File: src/hdl/crc24_pkg.sv
package crc24_pkg;

    //////////////////////////////
    // widths
    //////////////////////////////

    // crc register width
    localparam int crc_width  = 24;
    // one data word on the link
    localparam int word_width = 64;
    // words carried by one beat
    localparam int lane_count = 4;

    typedef logic [crc_width-1:0]            crc_t;
    typedef logic [word_width-1:0]           word_t;
    // number of valid words minus one
    typedef logic [$clog2(lane_count)-1:0]   count_t;

    //////////////////////////////
    // polynomial and seed
    //////////////////////////////

    // x^24 term is implied
    localparam crc_t crc_poly = 24'h328B63;
    // start of packet value, also the output after reset
    localparam crc_t crc_init = '1;

    //////////////////////////////
    // beat formats
    //////////////////////////////

    // input beat, lane 0 holds the oldest word
    typedef struct packed {
        logic                     valid;
        logic                     sop;
        logic                     eop;
        count_t                   count_m1;
        word_t [lane_count-1:0]   words;
    } beat_t;

    // same beat after dispatch, slot 0 holds the newest word
    // slots above count_m1 are zero
    typedef struct packed {
        logic                     valid;
        logic                     sop;
        logic                     eop;
        count_t                   count_m1;
        word_t [lane_count-1:0]   words;
    } slot_beat_t;

    // zero seeded crc of every slot word
    typedef struct packed {
        logic                     valid;
        logic                     sop;
        logic                     eop;
        count_t                   count_m1;
        crc_t [lane_count-1:0]    crcs;
    } slot_crc_t;

    // one msb first bit step of the crc shift register
    function automatic crc_t crc_bit_step(crc_t c, logic b);
        logic fb;
        fb = c[crc_width-1] ^ b;
        return {c[crc_width-2:0], 1'b0} ^ (fb ? crc_poly : crc_t'(0));
    endfunction

endpackage

File: src/hdl/crc24_beat_dispatch.sv
`timescale 1ns/1ps

module crc24_beat_dispatch
    import crc24_pkg::*;
(
    input  logic       clk,
    input  logic       arst,
    input  logic       ena,
    input  beat_t      in_beat,
    output slot_beat_t slot_beat
);

    //////////////////////////////
    // slot reorder
    //////////////////////////////

    // slot i takes lane count_m1 - i
    // slots past the last word get zero so their lane crc is zero
    word_t [lane_count-1:0] slot_words;

    always_comb begin
        int idx;
        for (int i = 0; i < lane_count; i++) begin
            idx = int'(in_beat.count_m1) - i;
            if (idx >= 0) begin
                slot_words[i] = in_beat.words[idx];
            end else begin
                slot_words[i] = '0;
            end
        end
    end

    //////////////////////////////
    // beat register
    //////////////////////////////

    logic                   valid_q;
    logic                   sop_q;
    logic                   eop_q;
    count_t                 count_m1_q;
    word_t [lane_count-1:0] words_q;

    // control fields
    // idle beat only drops valid, the rest holds to save toggling
    always_ff @(posedge clk or posedge arst) begin
        if (arst) begin
            valid_q    <= 1'b0;
            sop_q      <= 1'b0;
            eop_q      <= 1'b0;
            count_m1_q <= '0;
        end else if (ena) begin
            valid_q <= in_beat.valid;
            if (in_beat.valid) begin
                sop_q      <= in_beat.sop;
                eop_q      <= in_beat.eop;
                count_m1_q <= in_beat.count_m1;
            end
        end
    end

    // payload words
    always_ff @(posedge clk) begin
        if (ena && in_beat.valid) begin
            words_q <= slot_words;
        end
    end

    assign slot_beat = '{
        valid:    valid_q,
        sop:      sop_q,
        eop:      eop_q,
        count_m1: count_m1_q,
        words:    words_q
    };

endmodule

File: config.mk
export PLATFORM = sky130hd
export DESIGN_NAME = crc24_beat_dispatch
export DESIGN_NICKNAME = d
export VERILOG_FILES = /design/src/hdl/crc24_pkg.sv /design/src/hdl/crc24_beat_dispatch.sv
export SDC_FILE = /design/constraint.sdc
export NUM_CORES = 1
export LEC_CHECK = 0
export BUFFER_PORTS_ARGS = -buffer_cell sky130_fd_sc_hd__buf_4
export CORE_AREA = 2 2 204 206
export CTS_CLUSTER_SIZE = 40
export DETAILED_ROUTE_END_ITERATION = 10
export DIE_AREA = 0 0 206 208
export PLACE_DENSITY = 0.59
export SLEW_MARGIN = 10
export SYNTH_ARGS = -nofsm -noshare
export SYNTH_HDL_FRONTEND = slang
export SYNTH_SLANG_ARGS = --single-unit
File: constraint.sdc
create_clock -name clk -period 0.8 [get_ports clk]
set_input_delay 0.16 -clock clk [delete_from_list [all_inputs] [get_ports clk]]
set_output_delay 0.16 -clock clk [all_outputs]
set_load 0.1 [all_outputs]
Yosys cells after proc, flatten, opt, wreduce, memory -nomap -nowiden
Index checks and enable logic that the tools add are counted.
{ "classes": {"n_addsub": 3, "multipliers": 0, "n_div": 0, "magnitude_cmp": 8, "n_eq_ne": 0, "shift": 0, "mux": 11, "bitwise": 0, "reduce_logical": 2} }
{ "ops": {"columns": ["operator", "count"], "rows": [
  ["64-bit binary-select mux with 2-bit select", 4],
  ["64-bit 2-to-1 mux", 7],
  ["3-bit by 4-bit less-than comparator with 1-bit output (second input constant)", 3],
  ["3-bit by 1-bit >= comparator with 1-bit output (second input constant)", 3],
  ["2-bit by 2-bit subtractor with 3-bit output (second input constant)", 2],
  ["2-bit by 3-bit less-than comparator with 1-bit output (second input constant)", 1],
  ["2-bit by 1-bit subtractor with 3-bit output (second input constant)", 1],
  ["2-bit by 1-bit >= comparator with 1-bit output (second input constant)", 1],
  ["2-bit AND reduction", 1],
  ["1-bit logical AND", 1]
]} }
{ "totals": {"register_bits": 261, "latchBits": 0, "ramBits": 0, "romBits": 0, "input_bits": 264, "out_inout_bits": 261, "word_cells": 32, "memories": 0} }

Logic depth before layout (Yosys ltp)
{ "depth": {"ltp_word": 4, "ltp_mapped": 9} }

Least setup slack after synthesis
OpenSTA, ideal clock, no wires.
{ "synth_path": {"kind": "input to register", "from": "input ena", "to": "register words_q, in the netlist slot_beat[0] (enable)", "arrival_ps": 5224, "slack_ps": -5029, "path_stages": 2, "path_cell_list": "nand2_1 > inv_1"} }
{ "synth_via": {"elab_chain_cells": 1} }
{ "synth_rtl": {"columns": ["element", "line_no", "source"], "rows": [
  ["start, declared", "crc24_beat_dispatch.sv:8", "input logic ena,"],
  ["1-bit logical AND", "crc24_beat_dispatch.sv:63", "if (ena && in_beat.valid) begin"],
  ["end signal, assigned", "crc24_beat_dispatch.sv:64", "words_q <= slot_words;"],
  ["end, declared", "crc24_beat_dispatch.sv:41", "word_t [lane_count-1:0] words_q;"]
]} }
Every way passes these cells.
A chain may end at the register's enable or synchronous reset.

Final worst setup path
{ "layout_path": {"from": "register words_q, in the netlist slot_beat[225]", "to": "output slot_beat[225] in the netlist's numbering"} }
{ "layout_lines": {"columns": ["element", "line_no", "source"], "rows": [
  ["end, declared", "crc24_beat_dispatch.sv:10", "output slot_beat_t slot_beat"]
]} }
No word-level cell between the ends.

==> run_results.csv <==
group,metric,value,unit
status,status,"complete, but fails checks",
status,violations,"hold timing, setup timing",
critical_path,cp_num_cells,1,
place,io_buffer_count,524,
sta,max-slew-margin-rel,72.8,%
grt,overflow,0,
final_layout,instances_no_fill,2198,
clocking,cts_buffers,30,
die,die_x,206,µm
final_layout,final_common_cell,"buf_6",
final_layout,register_area,7820,µm²
critical_path,cp_cell_sequence,"buf_6",
drt,antenna_left,0,
final_layout,syn2layout_area_growth,108,%
final_layout,antenna_cells,0,
drt,vias_per_cell,5.39,
clocking,insertion_delay,570,ps
yosys,synth-xor-area-share,0,%
sta,holdWs,-33.4,ps
sta,finalCritPeriodShare,179,%
yosys,syn_inst,872,
critical_path,critPathSlowestCell,"edfxtp_1",
critical_path,rrSetupSlack,-180,ps
critical_path,critical_path_arrival,1270,ps
yosys,synth_area_per_cell,14.9,µm²
worst_hold_path,hold_path.class,"input pin to register",
die,rows,74,
clocking,cts_buffer_depth,3,
grt,grt_pass1_wl,74000,µm
grt,antenna_found_initial,0,
yosys,ys_seq_area_share,60.0,%
clocking,clkTransAtPathRegs,60,ps
sta,setup_viol,493,
die,io_pins,525,
grt,grt_max_degree,41,
grt,first_global_vias,12100,
final_layout,nets,1910,
critical_path,path_class,"register to primary output",
die,initial_core_util,32.1,%
pwr,cellPowerDensity,1920,nW/µm²
clocking,clock-sinks,261,
yosys,synthAdderAreaFrac,0.288,%
drt,vias,11800,
drt,totalWireLength,58700,µm
critical_path,start_kind,"register",
sta,worst_slack,-633,ps
yosys,muxShareOfSynthArea,25.0,%
pwr,peakVddDrop,1.62,mV
die,die_area,42800,µm²
sta,period_needed,1430,ps
critical_path,path_buf_inv,1,
yosys,syn-cell-area,13000,µm²
drt,drtIter0Drc,633,
drt,route.detailed.drc,0,
sta,tightest_slew,400,ps
grt,grt_util_all_layers,22.9,%
final_layout,multi_input_area,8130,µm²
sta,hold_viol_final,22,
yosys,ys_types,21,
place,place_inst,1931,
critical_path,crit_fanout,1,
critical_path,cpLargestDelayFamily,"flip-flops",
place,globalplace.congestion,0.854,
clocking,htreeDepth,1,
sta,clock.fmax,0.698,GHz
place,hpwl,33800,µm
yosys,ys_top_cells_by_area,"edfxtp_1, mux2i_1, o22ai_1",
drt,firstDrtPassIters,5,
yosys,ys_ff_latch,261,
final_layout,fill_cells,2630,
sta,fin_skew,0,ps
drt,wire_per_inst,26.7,µm
yosys,synth_top_area_share,59.1,%
flow_run,cap_viol_max_count,0,
sta,finalSetupTns,-158650,ps
worst_hold_path,whs_path_depth,3,
sta,rsz0062_at_grt,"true",
pwr,p_leak,10.2,nW
final_layout,final_layout_size_suffix_gt1_share,65.2,%
yosys,syn_nets,1139,
critical_path,reg2regPathDepth,2,
sta,finalMaxSlewViolations,0,
yosys,synth_top_family_by_area,"multiplexers",
critical_path,endpoint_kind,"primary output",
yosys,yosysWarnings,0,
die,die_y,208,µm
critical_path,cp.required,640,ps
critical_path,slowest_delay,470,ps
clocking,tritoncts,"done",
yosys,synth-simple-area-share,0.250,%
yosys,synth_top_area_cell,"edfxtp_1",
yosys,synth_compound_area_share,9.27,%
die,core,40600,µm²
place,pre_cts_slack,-694,ps
clocking,root_buffer,"clkbuf_16",
final_layout,mostFrequentLayoutCells,"buf_6, edfxtp_1, buf_4",
==> sequential cells by signal (all words and copies together), names as in the netlist <==
name        count
eop_q           1
sop_q           1
valid_q         1
count_m1_q      2
slot_beat     256
==> Yosys cell counts, drive strengths merged <==
| master | n |
|---|---|
| nand2b | 3 |
| mux2 | 4 |
| dfrtp | 5 |
| ha | 3 |
| o21ai | 1 |
| o22ai | 192 |
| or2 | 1 |
| buf | 43 |
| nand2 | 2 |
| edfxtp | 256 |
| clkbuf | 37 |
| mux2i | 320 |
| inv | 5 |
==> cells by family after synthesis <==
group	Yosys count
adders and majority gates	3
AOI/OAI and AO/OA	193
DFF	261
buffers and inverters	85
muxes	324
and+or+nand+nor	6
==> layer usage <==
metal	routed length, µm	track usage [%]	part of all wire [%]	vias up
met4	2120	9.16	3.6	0
met2	30100	39.6	51	546
met1	22000	27.1	37	6017
li1	-	-	-	5163
met3	4480	5.76	7.6	116
met5	0	0	0	-
==> metrics by stage <==
step           hold slack, ps  cell area (µm²)  total power, W  utilization (%)
2_1_floorplan           -61.4            13400          0.0279                -
3_3_place_gp             96.5            18200          0.0319             44.9
3_5_place_dp              106            18200          0.0320             44.9
4_1_cts                 -51.2            23000          0.0486             56.7
5_1_grt                 -32.6            27100          0.0531             66.7
6_report                -33.4            27100          0.0519             66.7
==> final cells by class <==
class | instances | share of cell area, %
clock inverter | 19 | 0.754
tap | 532 | 2.46
clock buffer | 36 | 2.86
multi-input combinational | 526 | 30.1
timing repair buffer | 819 | 34.8
inverter | 5 | 0.129
sequential | 261 | 28.9
==> power breakdown <==
group          switching, W  internal, W  total (W)
registers          0.000609       0.0164     0.0171
logic                0.0130      0.00779     0.0208
clock network       0.00586      0.00815     0.0140
==> timing repair <==
item / in CTS / in global routing
setup buffers: 15 / 43
hold endpoints to repair: 198 / 52
gates resized for setup: 337 / 699
gates cloned: 14 / 22
setup endpoints to repair: 316 / 520
pin swaps: 4 / 99
hold buffers: 190 / 6
==> worst paths after layout <==
check	startpoint	end
max in group asynchronous	arst	count_m1_q[1]$_DFFE_PP0P_
worst max-delay path	slot_beat[225]$_SDFFCE_PN0P_	slot_beat[225]
min in group asynchronous	arst	valid_q$_DFFE_PP0P_
worst min-delay path	in_beat[214]	slot_beat[150]$_SDFFCE_PN0P_
worst min register to register	sop_q$_DFFE_PP0P_	sop_q$_DFFE_PP0P_
worst max register to register	count_m1_q[0]$_DFFE_PP0P_	count_m1_q[0]$_DFFE_PP0P_
(Power assumes the default switching activity.)
