## src/hdl/crc24_pkg.sv

```systemverilog
package crc24_pkg;

    //////////////////////////////
    // widths
    //////////////////////////////

    // crc register width
    localparam int crc_width  = 24;
    // one data word on the link
    localparam int word_width = 64;
    // words carried by one beat
    localparam int lane_count = 4;

    typedef logic [crc_width-1:0]            crc_t;
    typedef logic [word_width-1:0]           word_t;
    // number of valid words minus one
    typedef logic [$clog2(lane_count)-1:0]   count_t;

    //////////////////////////////
    // polynomial and seed
    //////////////////////////////

    // x^24 term is implied
    localparam crc_t crc_poly = 24'h328B63;
    // start of packet value, also the output after reset
    localparam crc_t crc_init = '1;

    //////////////////////////////
    // beat formats
    //////////////////////////////

    // input beat, lane 0 holds the oldest word
    typedef struct packed {
        logic                     valid;
        logic                     sop;
        logic                     eop;
        count_t                   count_m1;
        word_t [lane_count-1:0]   words;
    } beat_t;

    // same beat after dispatch, slot 0 holds the newest word
    // slots above count_m1 are zero
    typedef struct packed {
        logic                     valid;
        logic                     sop;
        logic                     eop;
        count_t                   count_m1;
        word_t [lane_count-1:0]   words;
    } slot_beat_t;

    // zero seeded crc of every slot word
    typedef struct packed {
        logic                     valid;
        logic                     sop;
        logic                     eop;
        count_t                   count_m1;
        crc_t [lane_count-1:0]    crcs;
    } slot_crc_t;

    // one msb first bit step of the crc shift register
    function automatic crc_t crc_bit_step(crc_t c, logic b);
        logic fb;
        fb = c[crc_width-1] ^ b;
        return {c[crc_width-2:0], 1'b0} ^ (fb ? crc_poly : crc_t'(0));
    endfunction

endpackage

```

## src/hdl/crc24_zero_advance.sv

```systemverilog
`timescale 1ns/1ps

module crc24_zero_advance
    import crc24_pkg::*;
#(
    // zero words to step through, 1 to 4
    parameter int n_words = 1
) (
    input  crc_t c,
    output crc_t crc_out
);

    //////////////////////////////
    // zero word evolution
    //////////////////////////////

    // data bits are all zero so only the feedback term remains
    // synthesis folds the loop into a fixed xor matrix
    always_comb begin
        crc_t state;
        state = c;
        for (int b = 0; b < n_words * word_width; b++) begin
            state = crc_bit_step(state, 1'b0);
        end
        crc_out = state;
    end

endmodule

```

## src/hdl/crc24_multi_combine.sv

```systemverilog
`timescale 1ns/1ps

module crc24_multi_combine
    import crc24_pkg::*;
(
    input  logic      clk,
    input  logic      arst,
    input  logic      ena,
    input  slot_crc_t slot_crc,
    output crc_t      crc_out,
    output logic      crc_valid,
    output logic      crc_last
);

    //////////////////////////////
    // slot term evolution
    //////////////////////////////

    // slot i is i words older than slot 0
    // so its crc must travel through i zero words to line up
    crc_t [lane_count-1:0] slot_adv;

    // newest word needs no shift
    assign slot_adv[0] = slot_crc.crcs[0];

    for (genvar i = 1; i < lane_count; i++) begin : g_slot_adv
        crc24_zero_advance #(
            .n_words(i)
        ) i_adv (
            .c      (slot_crc.crcs[i]),
            .crc_out(slot_adv[i])
        );
    end

    //////////////////////////////
    // stage one
    //////////////////////////////

    logic                  s1_valid;
    logic                  s1_sop;
    logic                  s1_eop;
    count_t                s1_count_m1;
    crc_t [lane_count-1:0] term_q;

    // control of the beat in flight
    always_ff @(posedge clk or posedge arst) begin
        if (arst) begin
            s1_valid    <= 1'b0;
            s1_sop      <= 1'b0;
            s1_eop      <= 1'b0;
            s1_count_m1 <= '0;
        end else if (ena) begin
            s1_valid    <= slot_crc.valid;
            s1_sop      <= slot_crc.sop;
            s1_eop      <= slot_crc.eop;
            s1_count_m1 <= slot_crc.count_m1;
        end
    end

    // masked data terms
    // slots past count_m1 drop out of the sum
    always_ff @(posedge clk) begin
        if (ena) begin
            for (int i = 0; i < lane_count; i++) begin
                if (i <= int'(slot_crc.count_m1)) begin
                    term_q[i] <= slot_adv[i];
                end else begin
                    term_q[i] <= '0;
                end
            end
        end
    end

    //////////////////////////////
    // prior state
    //////////////////////////////

    // restart from the seed on sop, otherwise carry the running crc
    // this select sits one cycle behind the data terms
    crc_t                  prior;
    crc_t [lane_count-1:0] prior_adv;

    assign prior = s1_sop ? crc_init : crc_out;

    // prior_adv[k] is the prior state moved past k+1 new words
    for (genvar k = 0; k < lane_count; k++) begin : g_prior_adv
        crc24_zero_advance #(
            .n_words(k + 1)
        ) i_adv (
            .c      (prior),
            .crc_out(prior_adv[k])
        );
    end

    //////////////////////////////
    // stage two
    //////////////////////////////

    crc_t crc_next;

    // running crc is the xor of all shifted contributions
    always_comb begin
        crc_t acc;
        acc = prior_adv[s1_count_m1];
        for (int i = 0; i < lane_count; i++) begin
            acc = acc ^ term_q[i];
        end
        crc_next = acc;
    end

    // feedback closes here in one cycle, beats can run back to back
    // crc_out keeps its value between results
    always_ff @(posedge clk or posedge arst) begin
        if (arst) begin
            crc_out   <= crc_init;
            crc_valid <= 1'b0;
            crc_last  <= 1'b0;
        end else if (ena) begin
            crc_valid <= s1_valid;
            crc_last  <= s1_valid & s1_eop;
            if (s1_valid) begin
                crc_out <= crc_next;
            end
        end
    end

endmodule

```

## config.mk

```make
export PLATFORM = sky130hd
export DESIGN_NAME = crc24_multi_combine
export DESIGN_NICKNAME = d
export VERILOG_FILES = /design/src/hdl/crc24_pkg.sv /design/src/hdl/crc24_zero_advance.sv /design/src/hdl/crc24_multi_combine.sv
export SDC_FILE = /design/constraint.sdc
export NUM_CORES = 2
export LEC_CHECK = 0
export ABC_CLOCK_PERIOD_IN_PS = 25900
export BUFFER_PORTS_ARGS = -buffer_cell sky130_fd_sc_hd__buf_2
export CAP_MARGIN = 20
export CELL_PAD_IN_SITES_DETAIL_PLACEMENT = 1
export CELL_PAD_IN_SITES_GLOBAL_PLACEMENT = 2
export CORE_MARGIN = 2
export CORE_UTILIZATION = 51
export DETAILED_ROUTE_END_ITERATION = 12
export PLACE_DENSITY = 0.83
export SETUP_SLACK_MARGIN = 0.02
export SYNTH_ARGS = -nofsm -noshare
export SYNTH_HDL_FRONTEND = slang
export SYNTH_HIERARCHICAL = 1
export SYNTH_SLANG_ARGS = --single-unit
```

## constraint.sdc

```tcl
create_clock -name clk -period 25.9 [get_ports clk]
set_clock_uncertainty 0.05 [all_clocks]
set_input_delay 2.59 -clock clk [delete_from_list [all_inputs] [get_ports clk]]
set_output_delay 2.59 -clock clk [all_outputs]
set_load 0.01 [all_outputs]
```

# Yosys cells after proc, flatten, opt, wreduce, memory -nomap -nowiden
# Cells that the tools add are included.
# op_classes
n_mul	0
div	0
magnitude_cmp	4
n_bitwise	645
n_reduce_logical	1
shift	0
eq_ne	0
muxes	643
addsub	0
# op_table
operator	n
22-bit 2-to-1 mux	640
24-bit XOR	449
24-bit by 22-bit XOR with 24-bit output	195
24-bit binary-select mux with 2-bit select	1
24-bit 2-to-1 mux	2
2-bit <= comparator, first input constant	2
2-bit by 3-bit less-than comparator with 1-bit output, second input constant	1
1-bit by 2-bit <= comparator with 1-bit output, first input constant	1
2-bit AND reduction	1
1-bit AND	1
# totals
latch_bits	0
elab_cells	1304
n_memories	0
ram_bits	0
mem_bits_ro	0
inputBits	104
regBits	127

# Longest topological paths before layout
# logic_depth
depth_word	519
depth_mapped	61

# Hierarchy
# Netlist, hierarchy kept.
# by_module_without_submodules
module	instances	cells_per_inst	seq_area_each_um2	area_each_um2
crc24_zero_advance at g_prior_adv[2].i_adv ...	2	1330	0.0	20180.6
crc24_zero_advance at g_prior_adv[3].i_adv	1	1850	0.0	28050.7
crc24_zero_advance at g_prior_adv[1].i_adv ...	2	868	0.0	12992.5
crc24_zero_advance at g_prior_adv[0].i_adv ...	2	415	0.0	5612.9
crc24_multi_combine	1	403	3688.5	6241.0

# Worst setup path before layout
# No wires, ideal clock.
# synth_path
path_type	register -> register
startpoint	register s1_sop
endpoint	register crc_out[22]
required_ns	25.778
arrival_ns	21.760
slack_ns	4.018
n_path_buf	2
stages_incl_launch_ff	55
path_cell_list	dfrtp_1 clkbuf_1 or2_2 buf_4 xnor2_4 xnor3_2 xnor3_2 xnor2_4 xnor3_2 xor3_1 xnor3_2 xnor3_1 xnor3_1 xnor3_1 xnor3_2 xnor3_2 xnor3_2 xor2_4 [19 not listed] xnor2_4 xnor3_2 xor3_1 xnor2_1 xnor3_1 xnor3_2 xnor3_2 xor2_1 xnor3_1 xnor3_2 xor2_1 xnor3_2 xnor3_2 xnor3_1 xor2_1 mux4_2 xnor3_1 o21ai_1
# synth_lines
item	line_no	rtl
from (decl)	crc24_multi_combine.sv:40	logic s1_sop;
from (signal assigned)	crc24_multi_combine.sv:54	s1_sop <= slot_crc.sop;
to (signal assigned)	crc24_multi_combine.sv:115	crc_out <= crc_init;
to (signal assigned)	crc24_multi_combine.sv:122	crc_out <= crc_next;
to (decl)	crc24_multi_combine.sv:10	output crc_t crc_out,

==> key figures <==
Timing
  • Highest clock rate: 39.7 MHz
  • Slew @ Worst Pin: 1.14 ns
  • Pins Over Slew Limit: 0
  • Tmin final: 25.22 ns
  • Final Cycle Share: 0.974
  • Fin Setup TNS: 0 ns
  • Slew margin rel.: 0.238
  • RSZ-0062 raised after global routing: true
  • Hold slack: 0.432 ns
  • Final Hold Fails: 0
  • Final setup violating endpoints: 0

Global routing
  • First-pass GRT wire length: 446000 um
  • Pin count of the biggest net entering global routing: 59
  • Global Route Usage Sum: 0.267
  • Vias in the first global route: 63000
  • GRT overflow: 0
  • Initial antenna violation count: 11

Placed design
  • Cells after DPL: 10400
  • RePlAce Congestion: 0.941
  • Port buffer count: 129
  • DP HPWL: 255000 um

Routing
  • Wire per inst: 28.6 um
  • Post-DRT Antenna Nets: 0
  • Detailed-route DRC error count: 0
  • Via count: 57000
  • First-pass DRT Iterations: 5
  • Vias per std cell: 5.48
  • Post-Route WL: 298000 um
  • Initial DRC Count: 3742

Critical path
  • Crit path top cell by count: xnor3_1
  • Startpoint Class: register
  • Worst r2r src: crc_out[22]
  • Worst setup path start: crc_out[22]
  • CP max stage delay: 0.71 ns
  • WS Path Type: reg2reg
  • Critical Path RT: 26.22 ns
  • Slowest CP cell: dfstp_2
  • CP endpoint kind: register
  • Critical Path AT: 25.54 ns
  • CP max FO: 19

Yosys
  • Synth area leaders: xnor3_1 (44%), xnor2_1 (21%), xor3_1 (8.6%)
  • Dominant synthesized flop cell: edfxtp_1
  • Synth Area in Compound Gates: 0.00116
  • Post-synthesis adder-cell area fraction: 0
  • Cell taking the most area after synthesis: xnor3_1
  • Syn Area/Cell: 15.0 sq um
  • Post-synth net total: 7583
  • Synth Register Bits: 127
  • Multiplexer area fraction after synthesis: 0.00550
  • Async set or reset register ratio after synthesis: 0.244
  • Syn Inst Count: 7479
  • Post-synth EDFFs: 96
  • Mapped Area: 0.112 sq mm
  • Post-Synth Simple-Gate Area: 0.00629
  • Largest family of logic cells by synthesized area: XOR/XNOR gates
  • XOR/XNOR Fraction of Synth Area: 0.948
  • Synth top area share: 0.436
  • Register area share after synthesis: 0.0330
  • Synth warnings: 6
  • Distinct cells, synth: 33

CTS
  • Clock edge transition at the registers on the reported setup and hold paths: 0.07 ns
  • Clk root buf: clkbuf_16
  • # hold bufs at CTS: 0
  • Clk Latency, worst-skew pair: 0.46 ns
  • CTS Buf Count: 17
  • Setup Buffers After CTS: 0
  • Clock sinks: 127
  • H-tree depth: 4
  • CTS tree: yes
  • Clock buffer depth: 2

Min path
  • Hold Crit Class: reg2reg
  • Hold path startpoint: crc_out[17]

Final layout
  • Filler cell count: 20400
  • Synth-to-layout area growth: 4.01%
  • Final Non-Filler Cells: 10400
  • Share of cells above drive strength 1: 0.131
  • Nets: 7643

Die
  • Chip width: 472 um
  • I/O pin total: 130
  • Die area: 0.223 sq mm
  • Initial cell density of the core: 0.514
  • Row count: 171
  • Die Height: 472 um
  • Core Area: 0.218 sq mm

Flow run
  • Max_cap viols: 0

Outcome
  • Status: completed
## layout make-up
cell class              count  area, sq um  share of cell area
multi-input cells        7229       108000               0.925
flip-flops and latches    127         3690              0.0317
well taps                2854         3570              0.0307
repair buffers            152          821             0.00705
clock buffers              17          425             0.00366
clock inverters            15          139             0.00119
inverters                  12         45.0            0.000387
diodes                      6         15.0            0.000129
## through the flow
stage	util	worst slack (ns)	instance area [sq um]
after global routing	0.535	0.00706	116000
final	0.535	0.682	116000
after floorplan	-	4.02	112000
after global placement	0.531	0.569	116000
after CTS	0.534	0.107	116000
after detailed placement	0.531	0.0643	116000
## routing by layer
| layer | share of wire | GRT usage |
|---|---|---|
| met5 | 0.00012 | 0 |
| met4 | 0.017 | 0.0405 |
| met3 | 0.038 | 0.0193 |
| met2 | 0.49 | 0.454 |
| met1 | 0.45 | 0.383 |
## critical path, delay by kind of cell (launching register included)
family	cells	cell delay, ns
xor gates and xnor gates	49	22.88
DFF	1	0.71
muxes	1	0.48
buffers and inverters	1	0.43
and+or+nand+nor	1	0.39
AOI/OAI and AO/OA	1	0.13
## cells by family (layout without fill, tap and decap cells)
family	count (synthesis)	after routing
AND/OR/NAND/NOR	123	123
flip-flops	127	127
XOR/XNOR	7051	7051
multiplexers	29	29
buffers and inverters	123	196
AO/OA/AOI/OAI	26	26
other	0	6
## Yosys cell counts (2+ instances only)
cell type and count:
xnor2_1 2685, xnor3_1 2166, xor2_1 1089, xor3_1 405
xnor2_2 219, xnor3_2 195, xor2_2 137, edfxtp_1 96
xnor2_4 76, xor3_2 56, buf_2 53, nand2_1 25
and2_1 24, and3_1 24, dfstp_2 24, nor2b_1 24
or2_2 24, buf_4 23, clkbuf_1 23, xor2_4 23
mux4_2 19, o21ai_1 19, inv_1 9, buf_6 8
dfrtp_1 7, o21ai_0 7, mux2_2 5, mux4_1 5
inv_2 3, buf_12 2, clkbuf_2 2
## flip-flops by register name, summed over array words and instances, names as in the netlist
| name | cells |
|---|---|
| crc_valid | 1 |
| s1_eop | 1 |
| crc_out | 24 |
| term_q | 96 |
| s1_sop | 1 |
| s1_count_m1 | 2 |
| s1_valid | 1 |
| crc_last | 1 |
## path summary, 6_finish.rpt
path                       cells after the start           to  slack [ns]
max                                           53   crc_out[6]        0.68
min                                            2  crc_out[17]        0.43
max reg2reg                                   53   crc_out[6]        0.68
min reg2reg                                    2  crc_out[17]        0.43
max in group asynchronous                      3  crc_out[16]       23.18
min in group asynchronous                      3       s1_sop        2.21
## cell usage in the layout, fill, tap and decap left out
master,instances
xnor2_1,2675
xnor3_1,2163
xor2_1,1081
xor3_1,404
xnor2_2,227
xnor3_2,198
xor2_2,145
buf_2,128
edfxtp_1,96
xnor2_4,78
xor3_2,57
nand2_1,24
nor2b_1,24
and2_1,24
and3_1,24
dfstp_2,24
buf_4,24
xor2_4,23
or2_2,20
mux4_2,19
o21ai_1,19
clkbuf_16,17
inv_1,8
o21ai_0,7
diode_2,6
dfrtp_1,6
mux4_1,5
mux2_2,5
clkinv_4,5
or2_4,4
clkinvlp_4,4
inv_6,3
inv_2,3
clkinv_1,2
nand2_2,1
nor2_1,1
nand3_1,1
clkinv_2,1
bufinv_16,1
dfrtp_2,1
## timing repair
item,in CTS,in global routing
endpoints found under the setup margin,3,23
pin swaps,0,0
resized for setup,1,28
endpoints found under the hold margin,0,0
Power is not shown: default switching activity piles up to over one toggle a cycle in this logic, so the estimate is an artifact.
