--- src/hdl/crc24_pkg.sv ---
package crc24_pkg;

    //////////////////////////////
    // widths
    //////////////////////////////

    // crc register width
    localparam int crc_width  = 24;
    // one data word on the link
    localparam int word_width = 64;
    // words carried by one beat
    localparam int lane_count = 4;

    typedef logic [crc_width-1:0]            crc_t;
    typedef logic [word_width-1:0]           word_t;
    // number of valid words minus one
    typedef logic [$clog2(lane_count)-1:0]   count_t;

    //////////////////////////////
    // polynomial and seed
    //////////////////////////////

    // x^24 term is implied
    localparam crc_t crc_poly = 24'h328B63;
    // start of packet value, also the output after reset
    localparam crc_t crc_init = '1;

    //////////////////////////////
    // beat formats
    //////////////////////////////

    // input beat, lane 0 holds the oldest word
    typedef struct packed {
        logic                     valid;
        logic                     sop;
        logic                     eop;
        count_t                   count_m1;
        word_t [lane_count-1:0]   words;
    } beat_t;

    // same beat after dispatch, slot 0 holds the newest word
    // slots above count_m1 are zero
    typedef struct packed {
        logic                     valid;
        logic                     sop;
        logic                     eop;
        count_t                   count_m1;
        word_t [lane_count-1:0]   words;
    } slot_beat_t;

    // zero seeded crc of every slot word
    typedef struct packed {
        logic                     valid;
        logic                     sop;
        logic                     eop;
        count_t                   count_m1;
        crc_t [lane_count-1:0]    crcs;
    } slot_crc_t;

    // one msb first bit step of the crc shift register
    function automatic crc_t crc_bit_step(crc_t c, logic b);
        logic fb;
        fb = c[crc_width-1] ^ b;
        return {c[crc_width-2:0], 1'b0} ^ (fb ? crc_poly : crc_t'(0));
    endfunction

endpackage

--- src/hdl/crc24_word_lane.sv ---
`timescale 1ns/1ps

module crc24_word_lane
    import crc24_pkg::*;
(
    input  logic  clk,
    input  logic  arst,
    input  logic  ena,
    input  word_t word,
    output crc_t  crc
);

    //////////////////////////////
    // single word crc
    //////////////////////////////

    // zero seed, so the result is a pure function of the word
    // and can later be moved to its place in the packet by linearity
    crc_t crc_next;

    always_comb begin
        crc_t state;
        state = '0;
        // msb first, bit 63 enters the register first
        for (int b = word_width - 1; b >= 0; b--) begin
            state = crc_bit_step(state, word[b]);
        end
        crc_next = state;
    end

    //////////////////////////////
    // lane register
    //////////////////////////////

    // runs every enabled cycle
    // idle slots carry zero words and give zero terms
    always_ff @(posedge clk or posedge arst) begin
        if (arst) begin
            crc <= '0;
        end else if (ena) begin
            crc <= crc_next;
        end
    end

endmodule

--- config.mk ---
export PLATFORM = sky130hd
export DESIGN_NAME = crc24_word_lane
export DESIGN_NICKNAME = d
export VERILOG_FILES = /design/src/hdl/crc24_pkg.sv /design/src/hdl/crc24_word_lane.sv
export SDC_FILE = /design/constraint.sdc
export NUM_CORES = 1
export LEC_CHECK = 0
export ABC_CLOCK_PERIOD_IN_PS = 1000
export BUFFER_PORTS_ARGS = -buffer_cell sky130_fd_sc_hd__buf_2
export CAP_MARGIN = 20
export CELL_PAD_IN_SITES_DETAIL_PLACEMENT = 0
export CELL_PAD_IN_SITES_GLOBAL_PLACEMENT = 1
export CORE_MARGIN = 3
export CORE_UTILIZATION = 50
export DETAILED_ROUTE_END_ITERATION = 7
export MAX_ROUTING_LAYER = met4
export PLACE_DENSITY_LB_ADDON = 0.1
export SLEW_MARGIN = 30
export SYNTH_ARGS = -nofsm -noshare
export SYNTH_HDL_FRONTEND = slang
export SYNTH_SLANG_ARGS = --single-unit
--- constraint.sdc ---
create_clock -name clk -period 1 [get_ports clk]
set_input_delay 0.2 -clock clk [delete_from_list [all_inputs] [get_ports clk]]
set_output_delay 0.2 -clock clk [all_outputs]
set_load 0.02 [all_outputs]
## Yosys cells after proc, flatten, opt, wreduce, memory -nomap -nowiden

Index checks and enable logic that the tools add are counted.

| word-level totals | value |
|---|---|
| output and inout port bits | 24 |
| word-level logic and storage cells | 191 |
| flip-flop bits (word level) | 24 |
| bits in latches | 0 |
| bits in writable memories | 0 |
| memories | 0 |
| input bits | 67 |
| memory bits (read-only) | 0 |

| operators by class | value |
|---|---|
| eq/ne operators | 0 |
| div/mod/pow operators | 0 |
| reduce and logical (&&, ||, !) cells | 0 |
| shifts and indexed selects | 0 |
| add/subtract/negate cells | 0 |
| $mul | 0 |
| order comparisons | 0 |
| muxes and demuxes | 64 |
| bitwise logic cells | 126 |

Operators by type and width:

| cell | count |
|---|---|
| bitwise XOR 24 x 22 -> 24 bit | 62 |
| 2-to-1 mux 22 bit | 64 |
| bitwise XOR 1 bit | 61 |
| bitwise XOR 23 x 22 -> 23 bit | 1 |
| bitwise XOR 1 bit (first input constant) | 2 |

## Longest topological paths before layout

| depth | value |
|---|---|
| depth in word-level cells | 187 |
| depth in mapped cells | 18 |
| depth with buffers taken out | 16 |

## Least setup slack after synthesis

No wires, ideal clock.

| path | value |
|---|---|
| path kind | input-to-reg |
| start | in word[52] |
| end | reg crc[5] |
| data required time | 875 ps |
| path buffers | 1 |
| stages | 16 |
| path slack | -5162 ps |
| arrival time | 6037 ps |
| library setup time | 125 ps |
| path through | buf_2 -> xor2_2 -> xnor3_2 -> xnor3_2 -> xnor3_2 -> xor3_2 -> xnor3_1 -> xnor2_2 -> xnor3_2 -> xor3_2 -> xnor2_4 -> xnor3_2 -> xnor2_4 -> xnor3_2 -> xnor2_1 -> mux2_2 |

| on the way | value |
|---|---|
| longest elaborated chain between the ends | 89 |
| elaborated cells on any way between the ends | 149 |
| those cells by class | 48 x mux; 101 x bitwise |

RTL lines:

| item | RTL line | RTL |
|---|---|---|
| start, declared | crc24_word_lane.sv:9 | `input word_t word,` |
| bitwise XOR 1 bit * | crc24_pkg.sv:63 | `fb = c[crc_width-1] ^ b;` |
| 2-to-1 mux 22 bit * | crc24_pkg.sv:64 | `return {c[crc_width-2:0], 1'b0} ^ (fb ? crc_poly : crc_t'(0));` |
| bitwise XOR 24 x 22 -> 24 bit * (3 in a row) | crc24_pkg.sv:64 |  |
| bitwise XOR 1 bit or bitwise XOR 24 x 22 -> 24 bit (tied branches) | crc24_pkg.sv:63, crc24_pkg.sv:64 |  |
| 2-to-1 mux 22 bit or bitwise XOR 1 bit (tied branches) | crc24_pkg.sv:64, crc24_pkg.sv:63 |  |
| bitwise XOR 24 x 22 -> 24 bit * (3 in a row) | crc24_pkg.sv:64 |  |
| bitwise XOR 1 bit or bitwise XOR 24 x 22 -> 24 bit (tied branches) | crc24_pkg.sv:63, crc24_pkg.sv:64 |  |
| 2-to-1 mux 22 bit or bitwise XOR 1 bit (tied branches) | crc24_pkg.sv:64, crc24_pkg.sv:63 |  |
| (+64 left out) | - |  |
| 2-to-1 mux 22 bit or bitwise XOR 1 bit (tied branches) | crc24_pkg.sv:64, crc24_pkg.sv:63 |  |
| bitwise XOR 24 x 22 -> 24 bit * (3 in a row) | crc24_pkg.sv:64 |  |
| bitwise XOR 1 bit or bitwise XOR 24 x 22 -> 24 bit (tied branches) | crc24_pkg.sv:63, crc24_pkg.sv:64 |  |
| 2-to-1 mux 22 bit or bitwise XOR 1 bit (tied branches) | crc24_pkg.sv:64, crc24_pkg.sv:63 |  |
| bitwise XOR 24 x 22 -> 24 bit * (4 in a row) | crc24_pkg.sv:64 |  |
| bitwise XOR 1 bit | crc24_pkg.sv:63 |  |
| 2-to-1 mux 22 bit | crc24_pkg.sv:64 |  |
| bitwise XOR 24 x 22 -> 24 bit * | crc24_pkg.sv:64 |  |
| end signal, assigned | crc24_word_lane.sv:41 | `crc <= crc_next;` |
| end, declared | crc24_word_lane.sv:10 | `output crc_t crc` |

Every way passes the cells marked *; elsewhere a longest branch is shown, timed or not.
A chain may end at the register's enable or synchronous reset.

## Worst setup path in the final report

| path | value |
|---|---|
| start | in word[61] |
| end | reg crc[6] |

| on the way | value |
|---|---|
| longest elaborated chain between the ends | 104 |
| elaborated cells on any way between the ends | 178 |
| those cells by class | 58 x mux; 120 x bitwise |

RTL lines:

| item | RTL line |
|---|---|
| bitwise XOR 1 bit * | crc24_pkg.sv:63 |
| 2-to-1 mux 22 bit * | crc24_pkg.sv:64 |
| bitwise XOR 24 x 22 -> 24 bit * (3 in a row) | crc24_pkg.sv:64 |
| bitwise XOR 1 bit or bitwise XOR 24 x 22 -> 24 bit (tied branches) | crc24_pkg.sv:63, crc24_pkg.sv:64 |
| 2-to-1 mux 22 bit or bitwise XOR 1 bit (tied branches) | crc24_pkg.sv:64, crc24_pkg.sv:63 |
| bitwise XOR 24 x 22 -> 24 bit * (3 in a row) | crc24_pkg.sv:64 |
| bitwise XOR 1 bit or bitwise XOR 24 x 22 -> 24 bit (tied branches) | crc24_pkg.sv:63, crc24_pkg.sv:64 |
| 2-to-1 mux 22 bit or bitwise XOR 1 bit (tied branches) | crc24_pkg.sv:64, crc24_pkg.sv:63 |
| (+79 left out) | - |
| 2-to-1 mux 22 bit or bitwise XOR 1 bit (tied branches) | crc24_pkg.sv:64, crc24_pkg.sv:63 |
| bitwise XOR 24 x 22 -> 24 bit * (3 in a row) | crc24_pkg.sv:64 |
| bitwise XOR 1 bit or bitwise XOR 24 x 22 -> 24 bit (tied branches) | crc24_pkg.sv:63, crc24_pkg.sv:64 |
| 2-to-1 mux 22 bit or bitwise XOR 1 bit (tied branches) | crc24_pkg.sv:64, crc24_pkg.sv:63 |
| bitwise XOR 24 x 22 -> 24 bit * (3 in a row) | crc24_pkg.sv:64 |
| bitwise XOR 1 bit or bitwise XOR 24 x 22 -> 24 bit (tied branches) | crc24_pkg.sv:63, crc24_pkg.sv:64 |
| 2-to-1 mux 22 bit or bitwise XOR 1 bit (tied branches) | crc24_pkg.sv:64, crc24_pkg.sv:63 |
| bitwise XOR 24 x 22 -> 24 bit * (2 in a row) | crc24_pkg.sv:64 |

Marks and branches as above.

==> impl_metrics.env <==
export IMPL_crit_path_max_fanout=4
export IMPL_period_needed_ns=5.94
export IMPL_path_clk_slew_ns=0.06
export IMPL_worst_hold_path_type="in2reg"
export IMPL_ys_types=20
export IMPL_slew_headroom_pct=68.6
export IMPL_area_of_the_die_um2=15300
export IMPL_synth_area_per_cell_um2=14.0
export IMPL_worst_setup_path_type="in2reg"
export IMPL_cp_required_ns=1.14
export IMPL_via_per_inst=5.04
export IMPL_setup_reg_to_reg_worst_slack_ns=0.08
export IMPL_first_pass_iters=4
export IMPL_tightestPinTransition_ns=0.467
export IMPL_dp_final_hpwl_um=16100
export IMPL_first_global_vias=5597
export IMPL_totalWireLength_um=25500
export IMPL_finalCoreUtilization_pct=89.3
export IMPL_synth_top_area_share_pct=24.3
export IMPL_area_growth_synth_to_final_pct=72.3
export IMPL_setup_viol=30
export IMPL_detail_route_wl_per_cell_um=23.3
export IMPL_critical_path_endpoint_category="flop"
export IMPL_worstSkewPairLatency_ns=0.26
export IMPL_status="complete, but fails checks"
export IMPL_biggestRegsByFlops="crc x24"
export IMPL_synth_largest_area_cell="sky130_fd_sc_hd__xnor3_1"
export IMPL_cts_max_level=1
export IMPL_setup_repair_after_global_routing_missed_its_margin="yes"
export IMPL_timing_final_hold_violations=0
export IMPL_antenna_violating_nets_left=0
export IMPL_setup_tns_ns=-112.09
export IMPL_slew_viol_final=0
export IMPL_initialDrtViolationCount=300
export IMPL_largest_register_ffs=24
export IMPL_post_synthesis_instance_total=495
export IMPL_synth_warnings=0
export IMPL_clockRootBuffer="sky130_fd_sc_hd__clkbuf_16"
export IMPL_finalWorstSetupSlack_ns=-4.94
export IMPL_post_route_period_util_pct=594
export IMPL_cts_inserted_buffers=3
export IMPL_tritoncts_num_sinks=24
export IMPL_grt_total_usage_pct=27.2
export IMPL_die_x_um=124
export IMPL_grt_start_max_net_pins=25
export IMPL_final_cell_mix="288 x sky130_fd_sc_hd__buf_4, 131 x sky130_fd_sc_hd__xnor2_1, 67 x sky130_fd_sc_hd__buf_6, 61 x sky130_fd_sc_hd__xnor2_2, 61 x sky130_fd_sc_hd__buf_2"
export IMPL_grt_ovfl_total=0
export IMPL_std_cell_rows=42
export IMPL_max_flop_register="crc"
export IMPL_startpoint_type="input port"
export IMPL_clock_skew_final_ns=0
export IMPL_post_synthesis_net_count=562
export IMPL_max_cap_viol_count=0
export IMPL_antenna_found_initial=0
export IMPL_clock_fmax_mhz=168
export IMPL_count_of_vias_placed_by_the_detailed_router=5516
export IMPL_height_of_the_die_um=124
export IMPL_initial_standard_cell_utilization_of_the_core_pct=51.8
export IMPL_worst_endpoint_arrival_ns=6.08
export IMPL_multiInputGateArea_um2=7540
export IMPL_synth_area_leaders="sky130_fd_sc_hd__xnor3_1 24%, sky130_fd_sc_hd__xnor2_1 24%, sky130_fd_sc_hd__xor2_1 8.7%"
export IMPL_cell_area_after_technology_mapping_um2=6950
export IMPL_layout_commonest_cell="sky130_fd_sc_hd__buf_4"
export IMPL_postSynthRegisterBits=24
export IMPL_violations="setup timing"
export IMPL_final_seq_area_um2=601
export IMPL_diodes=0
export IMPL_place_port_buffers=90
export IMPL_cts_path_max_buffers=2
export IMPL_clock_tree_from_tritoncts="built"
export IMPL_final_layout_size_suffix_gt1_share_pct=71.6
export IMPL_drc_errors=0
export IMPL_nets=986
export IMPL_io_count=91
export IMPL_core_area_um2=13400
export IMPL_synth_yosys_seq_area_share_pct=8.65
export IMPL_num_fill_cells=519
export IMPL_finalWeightedCongestion=0.929
export IMPL_first_pass_grt_wire_length_um=30400
==> stage by stage <==
| stage | hold slack [ns] | setup slack, ns | instance area [um^2] | instances |
|---|---|---|---|---|
| floorplan | 0.215 | -4.67 | 7300 | 495 |
| global placement | 0.246 | -4.91 | 9800 | 992 |
| detailed placement | 0.255 | -4.94 | 9800 | 992 |
| CTS | 0.347 | -4.60 | 10900 | 1048 |
| global route | 0.373 | -4.97 | 12000 | 1094 |
| finish | 0.357 | -4.94 | 12000 | 1094 |
==> final timing paths <==
check | startpoint | to | cells after the start
max in group asynchronous | arst | crc[10] | 4
worst max register to register | crc[0] | crc[0] | 2
worst max-delay path | word[61] | crc[6] | 21
min in group asynchronous | arst | crc[21] | 4
worst min register to register | crc[16] | crc[16] | 1
worst min-delay path | ena | crc[13] | 3
==> worst max-delay path, stage by stage <==
cell	delay [ns]
sky130_fd_sc_hd__buf_4	0.12
sky130_fd_sc_hd__xor3_2	0.51
sky130_fd_sc_hd__xnor2_2	0.27
sky130_fd_sc_hd__buf_4	0.17
sky130_fd_sc_hd__buf_4	0.10
sky130_fd_sc_hd__xor3_2	0.35
sky130_fd_sc_hd__buf_4	0.18
sky130_fd_sc_hd__xnor3_2	0.28
sky130_fd_sc_hd__xnor2_2	0.20
sky130_fd_sc_hd__xnor2_2	0.29
sky130_fd_sc_hd__xnor2_2	0.17
sky130_fd_sc_hd__xor3_2	0.56
sky130_fd_sc_hd__xnor2_4	0.28
sky130_fd_sc_hd__buf_4	0.17
sky130_fd_sc_hd__xnor3_2	0.48
sky130_fd_sc_hd__xor2_2	0.23
sky130_fd_sc_hd__xnor2_2	0.36
sky130_fd_sc_hd__xnor2_4	0.18
sky130_fd_sc_hd__xnor3_2	0.51
sky130_fd_sc_hd__xnor2_1	0.18
sky130_fd_sc_hd__mux2_4	0.28
==> cells in the mapped netlist <==
library cell / count
sky130_fd_sc_hd__xnor2_1: 192
sky130_fd_sc_hd__xnor3_1: 75
sky130_fd_sc_hd__xor2_1: 69
sky130_fd_sc_hd__xnor2_2: 28
sky130_fd_sc_hd__dfrtp_1: 24
sky130_fd_sc_hd__mux2_2: 23
sky130_fd_sc_hd__xor3_1: 22
sky130_fd_sc_hd__xnor3_2: 18
sky130_fd_sc_hd__xor2_2: 13
sky130_fd_sc_hd__xnor2_4: 7
sky130_fd_sc_hd__xor3_2: 6
sky130_fd_sc_hd__buf_2: 4
sky130_fd_sc_hd__buf_4: 4
sky130_fd_sc_hd__buf_6: 2
sky130_fd_sc_hd__clkbuf_1: 2
sky130_fd_sc_hd__xor2_4: 2
sky130_fd_sc_hd__a21oi_1: 1
sky130_fd_sc_hd__buf_1: 1
sky130_fd_sc_hd__inv_1: 1
sky130_fd_sc_hd__nor2_1: 1
==> what timing repair did <==
item                                    4_1_cts  5_1_grt
buffers inserted                             51       52
pin swaps                                    51       47
hold endpoints to repair                     24        0
hold buffers                                  1        0
gates cloned                                  0        0
endpoints found under the setup margin       34       48
resized for setup                           109      136
==> metal layers <==
layer  wire (um)  vias to the layer above  global-route usage [%]
met1       10100                     2818                    35.3
met3         950                       47                    2.13
met5           0                        -                       -
met2       13800                      205                    47.5
li1            -                     2446                       -
met4         646                        0                    4.91
==> cell families after synthesis <==
kind of cell	after synthesis	synth area share [%]
flip-flops	24	8.65
buffers and inverters	14	1.26
multiplexers	23	3.73
AO/OA/AOI/OAI	1	0.0720
XOR/XNOR	432	86.2
AND/OR/NAND/NOR	1	0.0540
==> cell type report <==
type	count	area share (%)
clock buffer	4	0.742
inverter	1	0.0314
multi-input combinational	457	63.0
sequential	24	5.02
tap	176	1.84
timing repair buffer	432	29.4
Power is left out: the tool's default activity adds up to more than one toggle a clock period on the data nets, which glitch-free logic cannot reach.
